**config.mk**
```make
export PLATFORM = sky130hd
export DESIGN_NAME = endnode
export DESIGN_NICKNAME = d
export VERILOG_FILES = /design/src/verilog/chiplet_types_pkg.sv /design/src/verilog/phy_types_pkg.sv /design/src/verilog/endnode.sv /design/src/verilog/phy_manager_rx.sv /design/src/verilog/phy_manager_tx.sv /design/src/verilog/flit_crc.sv
export SDC_FILE = /design/constraint.sdc
export NUM_CORES = 1
export LEC_CHECK = 0
export ABC_AREA = 1
export BUFFER_PORTS_ARGS = -buffer_cell sky130_fd_sc_hd__clkbuf_2
export CAP_MARGIN = 20
export CELL_PAD_IN_SITES_DETAIL_PLACEMENT = 1
export CELL_PAD_IN_SITES_GLOBAL_PLACEMENT = 1
export CORE_AREA = 2 2 136 138
export CTS_CLUSTER_DIAMETER = 100
export DETAILED_ROUTE_END_ITERATION = 16
export DIE_AREA = 0 0 138 140
export GPL_TIMING_DRIVEN = 0
export PLACE_DENSITY = 0.83
export SLEW_MARGIN = 20
export SYNTH_ARGS = -nofsm -noshare
export SYNTH_HDL_FRONTEND = slang
export SYNTH_SLANG_ARGS = --single-unit
```
**constraint.sdc**
```tcl
create_clock -name CLK -period 4.43 [get_ports CLK]
set_input_delay 0.886 -clock CLK [delete_from_list [all_inputs] [get_ports CLK]]
set_output_delay 0.886 -clock CLK [all_outputs]
set_load 0.1 [all_outputs]
```
**src/verilog/chiplet_types_pkg.sv**
```systemverilog
package chiplet_types_pkg;

    localparam int FLIT_WIDTH = 32;

    // flit header fields, top of the flit
    localparam int VC_BIT = 31;
    localparam int ID_MSB = 30;
    localparam int ID_LSB = 29;
    localparam int REQ_MSB = 28;
    localparam int REQ_LSB = 24;

    localparam int ID_WIDTH = ID_MSB - ID_LSB + 1;
    localparam int REQ_WIDTH = REQ_MSB - REQ_LSB + 1;

    // vc, id and req together, echoed in response words
    localparam int HEADER_WIDTH = 8;
    localparam int PAYLOAD_WIDTH = FLIT_WIDTH - HEADER_WIDTH;

    // id field position inside an 8-bit header
    localparam int HDR_ID_MSB = ID_MSB - PAYLOAD_WIDTH;

    // request opcodes in the req field
    typedef enum logic [REQ_WIDTH-1:0] {
        REQ_READ,
        REQ_WRITE,
        REQ_RESP,
        REQ_MSG
    } req_t;

    // ids that can be asked to resend
    localparam int ID_COUNT = 4;

    // headers waiting for an ack word on the transmit side
    localparam int ACK_DEPTH = 2;

    localparam int ACK_PTR_WIDTH = (ACK_DEPTH > 1) ? $clog2(ACK_DEPTH) : 1;
    localparam int ACK_CNT_WIDTH = $clog2(ACK_DEPTH + 1);

endpackage

```
**src/verilog/phy_types_pkg.sv**
```systemverilog
package phy_types_pkg;

    // encoded link word: sync header on top, 32 data bits below
    localparam int ENC_WIDTH = 34;
    localparam int SYNC_WIDTH = 2;

    localparam logic [SYNC_WIDTH-1:0] SYNC_DATA = 2'b01;
    localparam logic [SYNC_WIDTH-1:0] SYNC_CTRL = 2'b10;

    // control word layout: kind code in the top data bits, 8-bit field at the bottom
    localparam int CODE_WIDTH = 3;
    localparam int CRC_WIDTH = 8;
    localparam int CTRL_PAD_WIDTH = ENC_WIDTH - SYNC_WIDTH - CODE_WIDTH - CRC_WIDTH;

    // crc-8, msb first
    localparam logic [CRC_WIDTH-1:0] CRC_POLY = 8'h07;

    // word kind, also the code carried by control words
    typedef enum logic [CODE_WIDTH-1:0] {
        DATA_SEL,
        END_PACKET_SEL,
        ACK_SEL,
        NACK_SEL,
        RESEND_SEL
    } comma_sel_t;

    // transmit packet sequencing
    typedef enum logic [1:0] {
        TX_IDLE,
        TX_DATA,
        TX_END
    } tx_state_t;

endpackage
```
**src/verilog/endnode.sv**
```systemverilog
`timescale 1ns/1ps

module endnode (
    input  logic                                            CLK,
    input  logic                                            nRST,
    // switch side
    input  logic                                            start_tx,
    input  logic [chiplet_types_pkg::FLIT_WIDTH-1:0]        flit_tx,
    input  logic                                            packet_done_tx,
    output logic                                            get_data,
    output logic [chiplet_types_pkg::FLIT_WIDTH-1:0]        flit_rx,
    output logic                                            done_rx,
    output logic                                            crc_corr_rx,
    output logic                                            err_rx,
    output logic                                            resp_rx,
    output phy_types_pkg::comma_sel_t                       resp_sel_rx,
    output logic [chiplet_types_pkg::HEADER_WIDTH-1:0]      resp_header_rx,
    // link side
    input  logic                                            done_tx,
    output logic [phy_types_pkg::ENC_WIDTH-1:0]             data_out_tx,
    output logic                                            start_out_tx,
    output phy_types_pkg::comma_sel_t                       comma_sel_tx_out,
    input  logic [phy_types_pkg::ENC_WIDTH-1:0]             enc_flit_rx,
    input  logic                                            done_in_rx,
    input  logic                                            err_in_rx
);

    logic err_store;
    logic err_out;
    logic packet_done;
    logic [chiplet_types_pkg::HEADER_WIDTH-1:0] rx_header;
    logic ack_full;
    logic pkt_good;
    logic ack_write;
    logic nack_write;
    logic resend_write;
    logic [chiplet_types_pkg::ID_WIDTH-1:0] resend_id;

    // sticky line error for the packet in flight
    always_ff @(posedge CLK or negedge nRST) begin
        if (!nRST) begin
            err_store <= 1'b0;
        end else if (packet_done) begin
            err_store <= 1'b0;
        end else if (err_out) begin
            err_store <= 1'b1;
        end
    end

    assign err_rx = err_store;

    // err_out can land in the same cycle as packet_done
    assign pkt_good = crc_corr_rx && !err_store && !err_out;
    assign ack_write = packet_done && pkt_good && !ack_full;
    assign nack_write = packet_done && pkt_good && ack_full;
    assign resend_write = packet_done && !pkt_good;
    assign resend_id = rx_header[chiplet_types_pkg::HDR_ID_MSB -: chiplet_types_pkg::ID_WIDTH];

    phy_manager_tx phy_tx (
        .CLK              (CLK),
        .nRST             (nRST),
        .done_tx          (done_tx),
        .start_tx         (start_tx),
        .flit_tx          (flit_tx),
        .packet_done_tx   (packet_done_tx),
        .ack_write        (ack_write),
        .nack_write       (nack_write),
        .resend_write     (resend_write),
        .resend_id        (resend_id),
        .rx_header        (rx_header),
        .get_data         (get_data),
        .data_out_tx      (data_out_tx),
        .start_out_tx     (start_out_tx),
        .comma_sel_tx_out (comma_sel_tx_out),
        .ack_full         (ack_full)
    );

    phy_manager_rx phy_rx (
        .CLK            (CLK),
        .nRST           (nRST),
        .enc_flit_rx    (enc_flit_rx),
        .done_in_rx     (done_in_rx),
        .err_in_rx      (err_in_rx),
        .flit_rx        (flit_rx),
        .done_rx        (done_rx),
        .crc_corr_rx    (crc_corr_rx),
        .err_out        (err_out),
        .packet_done    (packet_done),
        .rx_header      (rx_header),
        .resp_rx        (resp_rx),
        .resp_sel_rx    (resp_sel_rx),
        .resp_header_rx (resp_header_rx)
    );

endmodule

```
**src/verilog/phy_manager_rx.sv**
```systemverilog
`timescale 1ns/1ps

module phy_manager_rx (
    input  logic                                            CLK,
    input  logic                                            nRST,
    input  logic [phy_types_pkg::ENC_WIDTH-1:0]             enc_flit_rx,
    input  logic                                            done_in_rx,
    input  logic                                            err_in_rx,
    output logic [chiplet_types_pkg::FLIT_WIDTH-1:0]        flit_rx,
    output logic                                            done_rx,
    output logic                                            crc_corr_rx,
    output logic                                            err_out,
    output logic                                            packet_done,
    output logic [chiplet_types_pkg::HEADER_WIDTH-1:0]      rx_header,
    output logic                                            resp_rx,
    output phy_types_pkg::comma_sel_t                       resp_sel_rx,
    output logic [chiplet_types_pkg::HEADER_WIDTH-1:0]      resp_header_rx
);

    logic [phy_types_pkg::SYNC_WIDTH-1:0] sync;
    logic [chiplet_types_pkg::FLIT_WIDTH-1:0] word;
    phy_types_pkg::comma_sel_t code;
    logic [phy_types_pkg::CRC_WIDTH-1:0] field;
    logic [phy_types_pkg::CRC_WIDTH-1:0] crc;

    logic is_data;
    logic is_end;
    logic is_resp;
    logic bad_word;

    // word split
    assign sync = enc_flit_rx[phy_types_pkg::ENC_WIDTH-1 -: phy_types_pkg::SYNC_WIDTH];
    assign word = enc_flit_rx[chiplet_types_pkg::FLIT_WIDTH-1:0];
    assign code = phy_types_pkg::comma_sel_t'(
        word[chiplet_types_pkg::FLIT_WIDTH-1 -: phy_types_pkg::CODE_WIDTH]);
    assign field = word[phy_types_pkg::CRC_WIDTH-1:0];

    // word kind from sync header and code
    always_comb begin
        is_data = 1'b0;
        is_end = 1'b0;
        is_resp = 1'b0;
        bad_word = 1'b0;
        if (done_in_rx) begin
            if (sync == phy_types_pkg::SYNC_DATA) begin
                is_data = 1'b1;
            end else if (sync == phy_types_pkg::SYNC_CTRL) begin
                case (code)
                    phy_types_pkg::END_PACKET_SEL: is_end = 1'b1;
                    phy_types_pkg::ACK_SEL,
                    phy_types_pkg::NACK_SEL,
                    phy_types_pkg::RESEND_SEL: is_resp = 1'b1;
                    // unknown control code counts as a line error
                    default: bad_word = 1'b1;
                endcase
            end else begin
                bad_word = 1'b1;
            end
        end
    end

    always_ff @(posedge CLK or negedge nRST) begin
        if (!nRST) begin
            done_rx <= 1'b0;
            packet_done <= 1'b0;
            resp_rx <= 1'b0;
            err_out <= 1'b0;
            crc_corr_rx <= 1'b1;
        end else begin
            done_rx <= is_data;
            packet_done <= is_end;
            resp_rx <= is_resp;
            err_out <= done_in_rx && (err_in_rx || bad_word);
            if (is_end) begin
                crc_corr_rx <= (field == crc);
            end
        end
    end

    always_ff @(posedge CLK) begin
        if (is_data) begin
            flit_rx <= word;
            rx_header <= word[chiplet_types_pkg::FLIT_WIDTH-1 -: chiplet_types_pkg::HEADER_WIDTH];
        end
        if (is_resp) begin
            resp_sel_rx <= code;
            resp_header_rx <= field;
        end
    end

    // accumulated over data words only, restarts after each end word
    flit_crc crc_i (
        .CLK    (CLK),
        .nRST   (nRST),
        .clear  (is_end),
        .update (is_data),
        .data   (word),
        .crc    (crc)
    );

endmodule

```
**src/verilog/phy_manager_tx.sv**
```systemverilog
`timescale 1ns/1ps

module phy_manager_tx (
    input  logic                                            CLK,
    input  logic                                            nRST,
    input  logic                                            done_tx,
    input  logic                                            start_tx,
    input  logic [chiplet_types_pkg::FLIT_WIDTH-1:0]        flit_tx,
    input  logic                                            packet_done_tx,
    input  logic                                            ack_write,
    input  logic                                            nack_write,
    input  logic                                            resend_write,
    input  logic [chiplet_types_pkg::ID_WIDTH-1:0]          resend_id,
    input  logic [chiplet_types_pkg::HEADER_WIDTH-1:0]      rx_header,
    output logic                                            get_data,
    output logic [phy_types_pkg::ENC_WIDTH-1:0]             data_out_tx,
    output logic                                            start_out_tx,
    output phy_types_pkg::comma_sel_t                       comma_sel_tx_out,
    output logic                                            ack_full
);

    phy_types_pkg::tx_state_t state, next_state;
    phy_types_pkg::comma_sel_t sel;

    logic link_ready;
    logic launch;
    logic [phy_types_pkg::CRC_WIDTH-1:0] field;
    logic [phy_types_pkg::CRC_WIDTH-1:0] crc;

    // response stores
    logic [chiplet_types_pkg::ID_COUNT-1:0] resend_pend;
    logic [chiplet_types_pkg::ID_COUNT-1:0] resend_set;
    logic [chiplet_types_pkg::ID_COUNT-1:0] resend_clr;
    logic rs_hit;
    logic [chiplet_types_pkg::ID_WIDTH-1:0] rs_idx;
    logic nack_pend;
    logic [chiplet_types_pkg::HEADER_WIDTH-1:0] nack_hdr;

    logic [chiplet_types_pkg::HEADER_WIDTH-1:0] ack_mem [chiplet_types_pkg::ACK_DEPTH];
    logic [chiplet_types_pkg::ACK_PTR_WIDTH-1:0] ack_wr, ack_rd;
    logic [chiplet_types_pkg::ACK_CNT_WIDTH-1:0] ack_count;
    logic ack_push, ack_pop;

    // lowest pending id wins
    always_comb begin
        rs_hit = 1'b0;
        rs_idx = '0;
        for (int i = chiplet_types_pkg::ID_COUNT - 1; i >= 0; i--) begin
            if (resend_pend[i]) begin
                rs_hit = 1'b1;
                rs_idx = chiplet_types_pkg::ID_WIDTH'(i);
            end
        end
    end

    // launch arbitration: resend, nack, ack, then packet traffic
    always_comb begin
        launch = 1'b0;
        sel = phy_types_pkg::DATA_SEL;
        field = '0;
        if (link_ready) begin
            if (rs_hit) begin
                launch = 1'b1;
                sel = phy_types_pkg::RESEND_SEL;
                field[chiplet_types_pkg::HDR_ID_MSB -: chiplet_types_pkg::ID_WIDTH] = rs_idx;
            end else if (nack_pend) begin
                launch = 1'b1;
                sel = phy_types_pkg::NACK_SEL;
                field = nack_hdr;
            end else if (ack_count != '0) begin
                launch = 1'b1;
                sel = phy_types_pkg::ACK_SEL;
                field = ack_mem[ack_rd];
            end else if (state == phy_types_pkg::TX_DATA) begin
                launch = 1'b1;
                sel = phy_types_pkg::DATA_SEL;
            end else if (state == phy_types_pkg::TX_END) begin
                launch = 1'b1;
                sel = phy_types_pkg::END_PACKET_SEL;
                field = crc;
            end
        end
    end

    assign start_out_tx = launch;
    assign comma_sel_tx_out = sel;
    assign get_data = launch && (sel == phy_types_pkg::DATA_SEL);
    assign data_out_tx = (sel == phy_types_pkg::DATA_SEL) ?
        {phy_types_pkg::SYNC_DATA, flit_tx} :
        {phy_types_pkg::SYNC_CTRL, sel, {phy_types_pkg::CTRL_PAD_WIDTH{1'b0}}, field};

    always_comb begin
        next_state = state;
        case (state)
            phy_types_pkg::TX_IDLE: begin
                if (start_tx) begin
                    next_state = phy_types_pkg::TX_DATA;
                end
            end
            phy_types_pkg::TX_DATA: begin
                if (get_data && packet_done_tx) begin
                    next_state = phy_types_pkg::TX_END;
                end
            end
            phy_types_pkg::TX_END: begin
                if (launch && sel == phy_types_pkg::END_PACKET_SEL) begin
                    next_state = phy_types_pkg::TX_IDLE;
                end
            end
            default: next_state = phy_types_pkg::TX_IDLE;
        endcase
    end

    assign ack_full = (ack_count == chiplet_types_pkg::ACK_DEPTH);
    assign ack_push = ack_write && !ack_full;
    assign ack_pop = launch && (sel == phy_types_pkg::ACK_SEL);

    // a new request for an id outlives the launch of the old one
    assign resend_set = resend_write ? (chiplet_types_pkg::ID_COUNT'(1) << resend_id) : '0;
    assign resend_clr = (launch && sel == phy_types_pkg::RESEND_SEL) ?
        (chiplet_types_pkg::ID_COUNT'(1) << rs_idx) : '0;

    always_ff @(posedge CLK or negedge nRST) begin
        if (!nRST) begin
            state <= phy_types_pkg::TX_IDLE;
            link_ready <= 1'b1;
            resend_pend <= '0;
            nack_pend <= 1'b0;
            ack_wr <= '0;
            ack_rd <= '0;
            ack_count <= '0;
        end else begin
            state <= next_state;
            if (launch) begin
                link_ready <= 1'b0;
            end else if (done_tx) begin
                link_ready <= 1'b1;
            end
            resend_pend <= (resend_pend & ~resend_clr) | resend_set;
            if (nack_write) begin
                nack_pend <= 1'b1;
            end else if (launch && sel == phy_types_pkg::NACK_SEL) begin
                nack_pend <= 1'b0;
            end
            if (ack_push) begin
                ack_wr <= ack_wr + 1'b1;
            end
            if (ack_pop) begin
                ack_rd <= ack_rd + 1'b1;
            end
            ack_count <= ack_count + ack_push - ack_pop;
        end
    end

    always_ff @(posedge CLK) begin
        if (nack_write) begin
            nack_hdr <= rx_header;
        end
        if (ack_push) begin
            ack_mem[ack_wr] <= rx_header;
        end
    end

    // control words stay out of the packet crc
    flit_crc crc_i (
        .CLK    (CLK),
        .nRST   (nRST),
        .clear  (launch && sel == phy_types_pkg::END_PACKET_SEL),
        .update (get_data),
        .data   (flit_tx),
        .crc    (crc)
    );

endmodule

```
**src/verilog/flit_crc.sv**
```systemverilog
`timescale 1ns/1ps

module flit_crc (
    input  logic                                        CLK,
    input  logic                                        nRST,
    input  logic                                        clear,
    input  logic                                        update,
    input  logic [chiplet_types_pkg::FLIT_WIDTH-1:0]    data,
    output logic [phy_types_pkg::CRC_WIDTH-1:0]         crc
);

    logic [phy_types_pkg::CRC_WIDTH-1:0] crc_next;

    // one whole flit folded in, msb first
    function automatic logic [phy_types_pkg::CRC_WIDTH-1:0] crc_step(
        input logic [phy_types_pkg::CRC_WIDTH-1:0] cur,
        input logic [chiplet_types_pkg::FLIT_WIDTH-1:0] d
    );
        logic [phy_types_pkg::CRC_WIDTH-1:0] r;
        r = cur;
        for (int i = chiplet_types_pkg::FLIT_WIDTH - 1; i >= 0; i--) begin
            if (r[phy_types_pkg::CRC_WIDTH-1] ^ d[i]) begin
                r = {r[phy_types_pkg::CRC_WIDTH-2:0], 1'b0} ^ phy_types_pkg::CRC_POLY;
            end else begin
                r = {r[phy_types_pkg::CRC_WIDTH-2:0], 1'b0};
            end
        end
        return r;
    endfunction

    assign crc_next = crc_step(crc, data);

    always_ff @(posedge CLK or negedge nRST) begin
        if (!nRST) begin
            crc <= '0;
        end else if (clear) begin
            crc <= '0;
        end else if (update) begin
            crc <= crc_next;
        end
    end

endmodule

```
=== After elaboration in Yosys (flattened, before gate mapping) ===
Memories as Yosys holds them, arrays and structs flattened.
Cells that the tools add are included.

* Bits in registers: 93
* Bits in writable memories: 16
* Input port bits: 73
* Output and inout bits: 86
* Word-level logic and storage cells: 330
* Memories: 1

{| class="wikitable"
|+ Memories
! memory !! depth !! width !! rd ports !! clocked after memory_dff !! write ports !! RTL line !! source
|-
| phy_tx.ack_mem || 2 || 8 || 1 || 0 || 1 || phy_manager_tx.sv:39 || <nowiki>logic [chiplet_types_pkg::HEADER_WIDTH-1:0] ack_mem [chiplet_types_pkg::ACK_DEPTH];</nowiki>
|}

* $add $sub $neg: 4
* Eq/ne operators: 17
* Shift operators: 2
* Multiplexer cells: 125
* Bitwise logic cells: 131
* Reduce and logical (&&, ||, !) cells: 30

{| class="wikitable"
|+ Operator list
! cell !! number
|-
| 3-bit 2-to-1 mux || 69
|-
| 3-bit inverter || 64
|-
| 8-bit 2-to-1 mux || 9
|-
| 1-bit XOR || 64
|-
| 1-bit 2-to-1 mux || 34
|-
| 34-bit 2-to-1 mux || 1
|-
| 2-bit 2-to-1 mux || 8
|-
| 1-bit logical AND || 14
|-
| 3-bit by 2-bit equality test with 1-bit output, second input constant || 4
|-
| 2-bit nonzero test || 6
|-
| 8-bit equality test || 1
|-
| 4-bit 2-to-1 mux || 2
|-
| 1-bit by 2-bit << shifter with 4-bit output, first input constant || 2
|-
| 2-bit equality test, second input constant || 3
|-
| 3-bit by 1-bit equality test with 1-bit output, second input constant || 2
|-
| 3-bit equality test, second input constant || 2
|-
| 2-bit != test, second input constant || 3
|-
| 2-bit case mux with 3 select lines || 1
|-
| 5-bit 2-to-1 mux || 1
|-
| 4-bit AND || 1
|-
| 2-bit by 1-bit equality test with 1-bit output, second input constant || 2
|-
| 1-bit zero test || 4
|-
| 4-bit inverter || 1
|-
| 4-bit bitwise OR || 1
|-
| 9 further kinds || 10
|}

=== Longest topological paths before layout ===
* Depth after elaboration: 66
* Depth in mapped cells: 27
* Gate-level depth less buffers: 27

=== Cells and area by module ===
A second synthesis with hierarchy kept.

* Cells, all modules: 1157
* Area total of the unflattened synthesis: 8069.0 um^2

{| class="wikitable"
|+ By module, submodules not included
! module !! times used !! cells each !! area an instance (um^2) !! seq. area each (um^2)
|-
| flit_crc || 2 || 410 || 2113.3 || 200.2
|-
| phy_manager_tx || 1 || 233 || 2082.0 || 1022.2
|-
| phy_manager_rx || 1 || 96 || 1696.6 || 1417.6
|-
| endnode || 1 || 8 || 63.8 || 25.0
|}

=== Least setup slack after synthesis ===
Ideal clock, no wire load.

* Kind: reg-to-output
* From: register phy_tx.ack_count[1] (netlist name)
* To: output port data_out_tx[29] (netlist name)
* Arrival time: 6.426 ns
* Required time: 3.544 ns
* Slack: -2.882 ns
* Stages on the path, launching flop included: 11
* Buffers on the path: 1
* Cells stage by stage: dfrtp_1 -> nor2_1 -> inv_1 -> nor2_1 -> inv_1 -> nand3_1 -> inv_1 -> nor3_1 -> inv_1 -> clkbuf_1 -> o21ai_0

* Longest elaborated chain between the ends: 7

{| class="wikitable"
|+ RTL lines
! item !! RTL line !! source
|-
| start: declaration || phy_manager_tx.sv:41 || <nowiki>logic [chiplet_types_pkg::ACK_CNT_WIDTH-1:0] ack_count;</nowiki>
|-
| start signal: assignment || phy_manager_tx.sv:151 || <nowiki>ack_count <= ack_count + ack_push - ack_pop;</nowiki>
|-
| 2-bit nonzero test || phy_manager_tx.sv:70 || <nowiki>end else if (ack_count != '0) begin</nowiki>
|-
| 3-bit 2-to-1 mux || phy_manager_tx.sv:70 ||
|-
| 3-bit 2-to-1 mux || phy_manager_tx.sv:66 || <nowiki>end else if (nack_pend) begin</nowiki>
|-
| 3-bit 2-to-1 mux || phy_manager_tx.sv:62 || <nowiki>if (rs_hit) begin</nowiki>
|-
| 3-bit 2-to-1 mux || phy_manager_tx.sv:61 || <nowiki>if (link_ready) begin</nowiki>
|-
| named net comma_sel_tx_out[1] || endnode.sv:22 || <nowiki>output phy_types_pkg::comma_sel_t comma_sel_tx_out,</nowiki>
|-
| 3-bit zero test || phy_manager_tx.sv:88 || <nowiki>assign data_out_tx = (sel == phy_types_pkg::DATA_SEL) ?</nowiki>
|-
| 34-bit 2-to-1 mux || phy_manager_tx.sv:88 ||
|-
| end: declaration || endnode.sv:20 || <nowiki>output logic [phy_types_pkg::ENC_WIDTH-1:0] data_out_tx,</nowiki>
|}

The timed path passes the listed nets, and every way through them passes these cells.

=== Final worst setup path ===
* From: register phy_tx.ack_count[1] (netlist name)
* To: output port data_out_tx[10] (netlist name)

* Longest elaborated chain between the ends: 7

{| class="wikitable"
|+ RTL lines
! item !! RTL line
|-
| 2-bit nonzero test || phy_manager_tx.sv:70
|-
| 3-bit 2-to-1 mux || phy_manager_tx.sv:70
|-
| 3-bit 2-to-1 mux || phy_manager_tx.sv:66
|-
| 3-bit 2-to-1 mux || phy_manager_tx.sv:62
|-
| 3-bit 2-to-1 mux || phy_manager_tx.sv:61
|-
| 3-bit zero test || phy_manager_tx.sv:88
|-
| 34-bit 2-to-1 mux || phy_manager_tx.sv:88
|}

No other way between the ends.

==> tab_implementation.tex <==
\begin{tabular}{lr}
\hline
Metric & Value \\
\hline
\multicolumn{2}{l}{\textbf{Flow run}} \\
\quad Max-cap viol count & 0 \\
\multicolumn{2}{l}{\textbf{Clock tree}} \\
\quad Number of buffers on the longest clock path & 2 \\
\quad Maximum level of the CTS H-tree & 3 \\
\quad Clk root buf & sky130\_fd\_sc\_hd\_\_clkbuf\_16 \\
\quad Setup fix buffers added after clock tree synthesis & 0 \\
\quad Post-CTS Resized & 0 \\
\quad CTS tree & done \\
\quad Num CTS Buffers & 9 \\
\quad Number of hold buffers added after CTS & 0 \\
\quad Source-to-sink clock delay at the later pin of the worst-skew pair & 0.36 ns \\
\quad Register clock-pin slew on the reported worst setup and hold paths & 0.08 ns \\
\quad Clock Sinks & 101 \\
\multicolumn{2}{l}{\textbf{Finish}} \\
\quad Nets@finish & 1321 \\
\quad Fillcell total & 2367 \\
\quad Layout area overhead & 23.52\% \\
\quad Area of all placed cells without fillers & 0.009112 mm2 \\
\quad Most frequent standard cell in the layout excluding fill and tap cells & sky130\_fd\_sc\_hd\_\_nand2\_1 \\
\quad Share of final-layout standard cells stronger than drive strength 1 & 0.2788 \\
\quad Commonest non-fill, non-tap cells in the layout & 429 x sky130\_fd\_sc\_hd\_\_nand2\_1, 158 x sky130\_fd\_sc\_hd\_\_clkbuf\_2, 132 x sky130\_fd\_sc\_hd\_\_inv\_1 \\
\quad Final antenna diode count & 0 \\
\multicolumn{2}{l}{\textbf{Detailed routing}} \\
\quad Met2 layer wire length in the routed design & 12690 um \\
\quad Drt via density & 5.127 \\
\quad DRC violation total after the first TritonRoute iteration & 406 \\
\quad Drt first pass iters & 7 \\
\quad Detailed-route via count & 7572 \\
\quad Top routing layer in use & met4 \\
\quad Drt drc & 0 \\
\quad Remaining number of nets flagged by the antenna check after routing & 0 \\
\quad Routed metal-1 wire length & 9820 um \\
\quad Per-cell routed wire length & 16.31 um \\
\quad Final wirelength & 24090 um \\
\quad Wire length on met3 & 1025 um \\
\multicolumn{2}{l}{\textbf{Synthesis}} \\
\quad Synth warn & 0 \\
\quad Count of flip-flops with a built-in enable after synthesis & 67 \\
\quad Net count after synthesis & 1152 \\
\quad Distinct cell type count of the synthesized netlist & 37 \\
\quad Proportion of register bits with asynchronous set or reset after synthesis & 0.3366 \\
\quad Gate Count Post-Synth & 1074 \\
\quad Yosys reg bits & 101 \\
\quad Synthesized area & 0.007377 mm2 \\
\quad Most used flip-flop cell after synthesis & sky130\_fd\_sc\_hd\_\_edfxtp\_1 \\
\quad Mean cell area of the mapped netlist & 6.869 um2 \\
\quad Sequential cell area fraction in the yosys report & 0.3884 \\
\multicolumn{2}{l}{\textbf{Timing}} \\
\quad Final count of negative-setup-slack endpoints & 0 \\
\quad Normalized max-slew margin & 0.3940 \\
\quad Minimum clock period after layout & 3.890 ns \\
\quad Final Worst Setup Slack & 0.5405 ns \\
\quad Final worst path period share & 0.8780 \\
\quad Highest achievable clock rate & 257.1 MHz \\
\quad Max Transition Viols Final & 0 \\
\quad Setup repair after global routing missed its margin & no \\
\quad Post-Route Skew & 0.006888 ns \\
\quad Actual transition at the worst max-transition pin & 0.9077 ns \\
\quad Total count of hold-check failures in the final report & 0 \\
\multicolumn{2}{l}{\textbf{Setup path}} \\
\quad Chain of cells forming the critical path & nor2\_1, inv\_1, nor2\_4, inv\_2, nand3\_4, clkinvlp\_4, nor3\_1, inv\_1, clkbuf\_4, nor2\_4, clkbuf\_2 \\
\quad Delay of the slowest critical-path stage & 0.45 ns \\
\quad Number of buffers and inverters on the critical path & 6 \\
\quad Crit-path max FO & 10 \\
\quad Startpoint Class & flip-flop \\
\quad Category of the most critical setup path & reg -> out \\
\quad Data required time at the worst endpoint & 3.54 ns \\
\quad Critical Path Sink Type & primary output \\
\quad Cell with the largest stage delay on the worst path & sky130\_fd\_sc\_hd\_\_clkbuf\_2 \\
\quad Top Family by Delay on Critical Path & buffers and inverters \\
\quad Arrival time of data at the critical path endpoint & 3.00 ns \\
\multicolumn{2}{l}{\textbf{Floorplan}} \\
\quad Num rows & 49 \\
\quad Number of top-level design ports & 159 \\
\quad Core region area & 0.01778 mm2 \\
\quad Die span in y & 140 um \\
\quad Overall die width & 138 um \\
\quad Starting density of the core & 0.4149 \\
\quad Die Outline Area & 0.01932 mm2 \\
\multicolumn{2}{l}{\textbf{GRT}} \\
\quad Total GRT Usage & 0.2508 \\
\quad Via count of the first global-routing pass & 7935 \\
\quad Number of antenna violations at the first check in global routing & 0 \\
\quad Global-route wire length before repair & 39120 um \\
\quad Pin count of the biggest net entering global routing & 43 \\
\quad Leftover overflow at the end of global routing & 0 \\
\multicolumn{2}{l}{\textbf{Placement}} \\
\quad HPWL reported at the end of detailed placement & 19880 um \\
\quad GP Congestion & 0.8552 \\
\quad Placed Instance Area & 0.008792 mm2 \\
\quad Pre-CTS WS & 0.9241 ns \\
\quad Number of input and output port buffers inserted & 158 \\
\multicolumn{2}{l}{\textbf{Outcome}} \\
\quad Run status & finished, final reports clean \\
\multicolumn{2}{l}{\textbf{Hold path}} \\
\quad Type of the worst min-delay path & reg -> reg \\
\hline
\end{tabular}
[per-layer routing]
| layer | vias to the layer above | track usage |
|---|---|---|
| met3 | 36 | 0.02838 |
| met1 | 3634 | 0.2889 |
| met4 | 0 | 0.07519 |
| li1 | 3715 | - |
| met5 | - | 0 |
| met2 | 187 | 0.4859 |
[path summary, 6_finish.rpt]
path / startpoint / endpoint / slack [ns] / cells after the start
max: phy_tx.ack_count[1] / data_out_tx[10] / 0.54 / 11
min: phy_rx.packet_done / err_rx / 0.44 / 1
max reg2reg: phy_tx.crc_i.crc[7] / phy_tx.crc_i.crc[3] / 1.39 / 24
min reg2reg: phy_rx.packet_done / err_rx / 0.44 / 1
max in group asynchronous: nRST / phy_rx.crc_i.crc[2] / 3.22 / 1
min in group asynchronous: nRST / phy_tx.resend_pend[0] / 0.64 / 1
[metrics by stage]
| stage | std cells | hold WS [ns] | utilization | setup TNS (ns) |
|---|---|---|---|---|
| global route | 1477 | 0.4684 | 0.5125 | 0 |
| CTS | 1477 | 0.4369 | 0.5125 | 0 |
| detailed placement | 1461 | 0.4393 | 0.4945 | 0 |
| floorplan | 1074 | 0.3995 | - | -60.88 |
| global placement | 1461 | 0.4129 | 0.4941 | 0 |
| finish | 1477 | 0.4372 | 0.5125 | 0 |
[cells by family after synthesis]
logic type,after synthesis,synth area share
AO/OA/AOI/OAI,60,0.04613
XOR/XNOR,32,0.04308
AND/OR/NAND/NOR,703,0.4245
buffers and inverters,172,0.08803
multiplexers,1,0.001357
adder cells (fa/ha/maj),5,0.008480
flip-flops,101,0.3884
[flip-flops by register name, summed over array words and instances (netlist names), 2 cells and up]
signal / cells
phy_tx.ack_count: 2
phy_rx.resp_header_rx: 8
phy_tx.ack_mem: 16
phy_rx.resp_sel_rx: 3
phy_tx.state: 2
phy_rx.crc_i.crc: 8
phy_tx.resend_pend: 4
phy_tx.nack_hdr: 8
phy_rx.flit_rx: 31
phy_tx.crc_i.crc: 8
[cells in the mapped netlist, drive strengths merged, types with 5 or more instances]
library cell / n / area [um2]
nand3b: 8 / 60.06
edfxtp: 67 / 2012
inv: 166 / 623.1
nand3: 121 / 670.6
nor2: 64 / 262.8
xnor2: 7 / 76.32
dfrtp: 32 / 800.8
nand2: 501 / 2086
a21oi: 11 / 55.05
ha: 5 / 62.56
o2111ai: 5 / 43.79
o21ai: 35 / 175.2
xor2: 25 / 241.5
[cell type report]
| class | instances | area [um2] | share of cell area |
|---|---|---|---|
| multi-input combinational | 801 | 4160 | 0.4565 |
| sequential | 101 | 2865 | 0.3144 |
| timing repair buffer | 158 | 790.8 | 0.08678 |
| inverter | 167 | 634.4 | 0.06961 |
| tap | 229 | 286.5 | 0.03144 |
| clock buffer | 10 | 250.2 | 0.02746 |
| clock inverter | 6 | 70.07 | 0.007689 |
| buffer | 5 | 55.05 | 0.006041 |
Power is not shown: default switching activity piles up to over one toggle a cycle in this logic, so the estimate is an artifact.
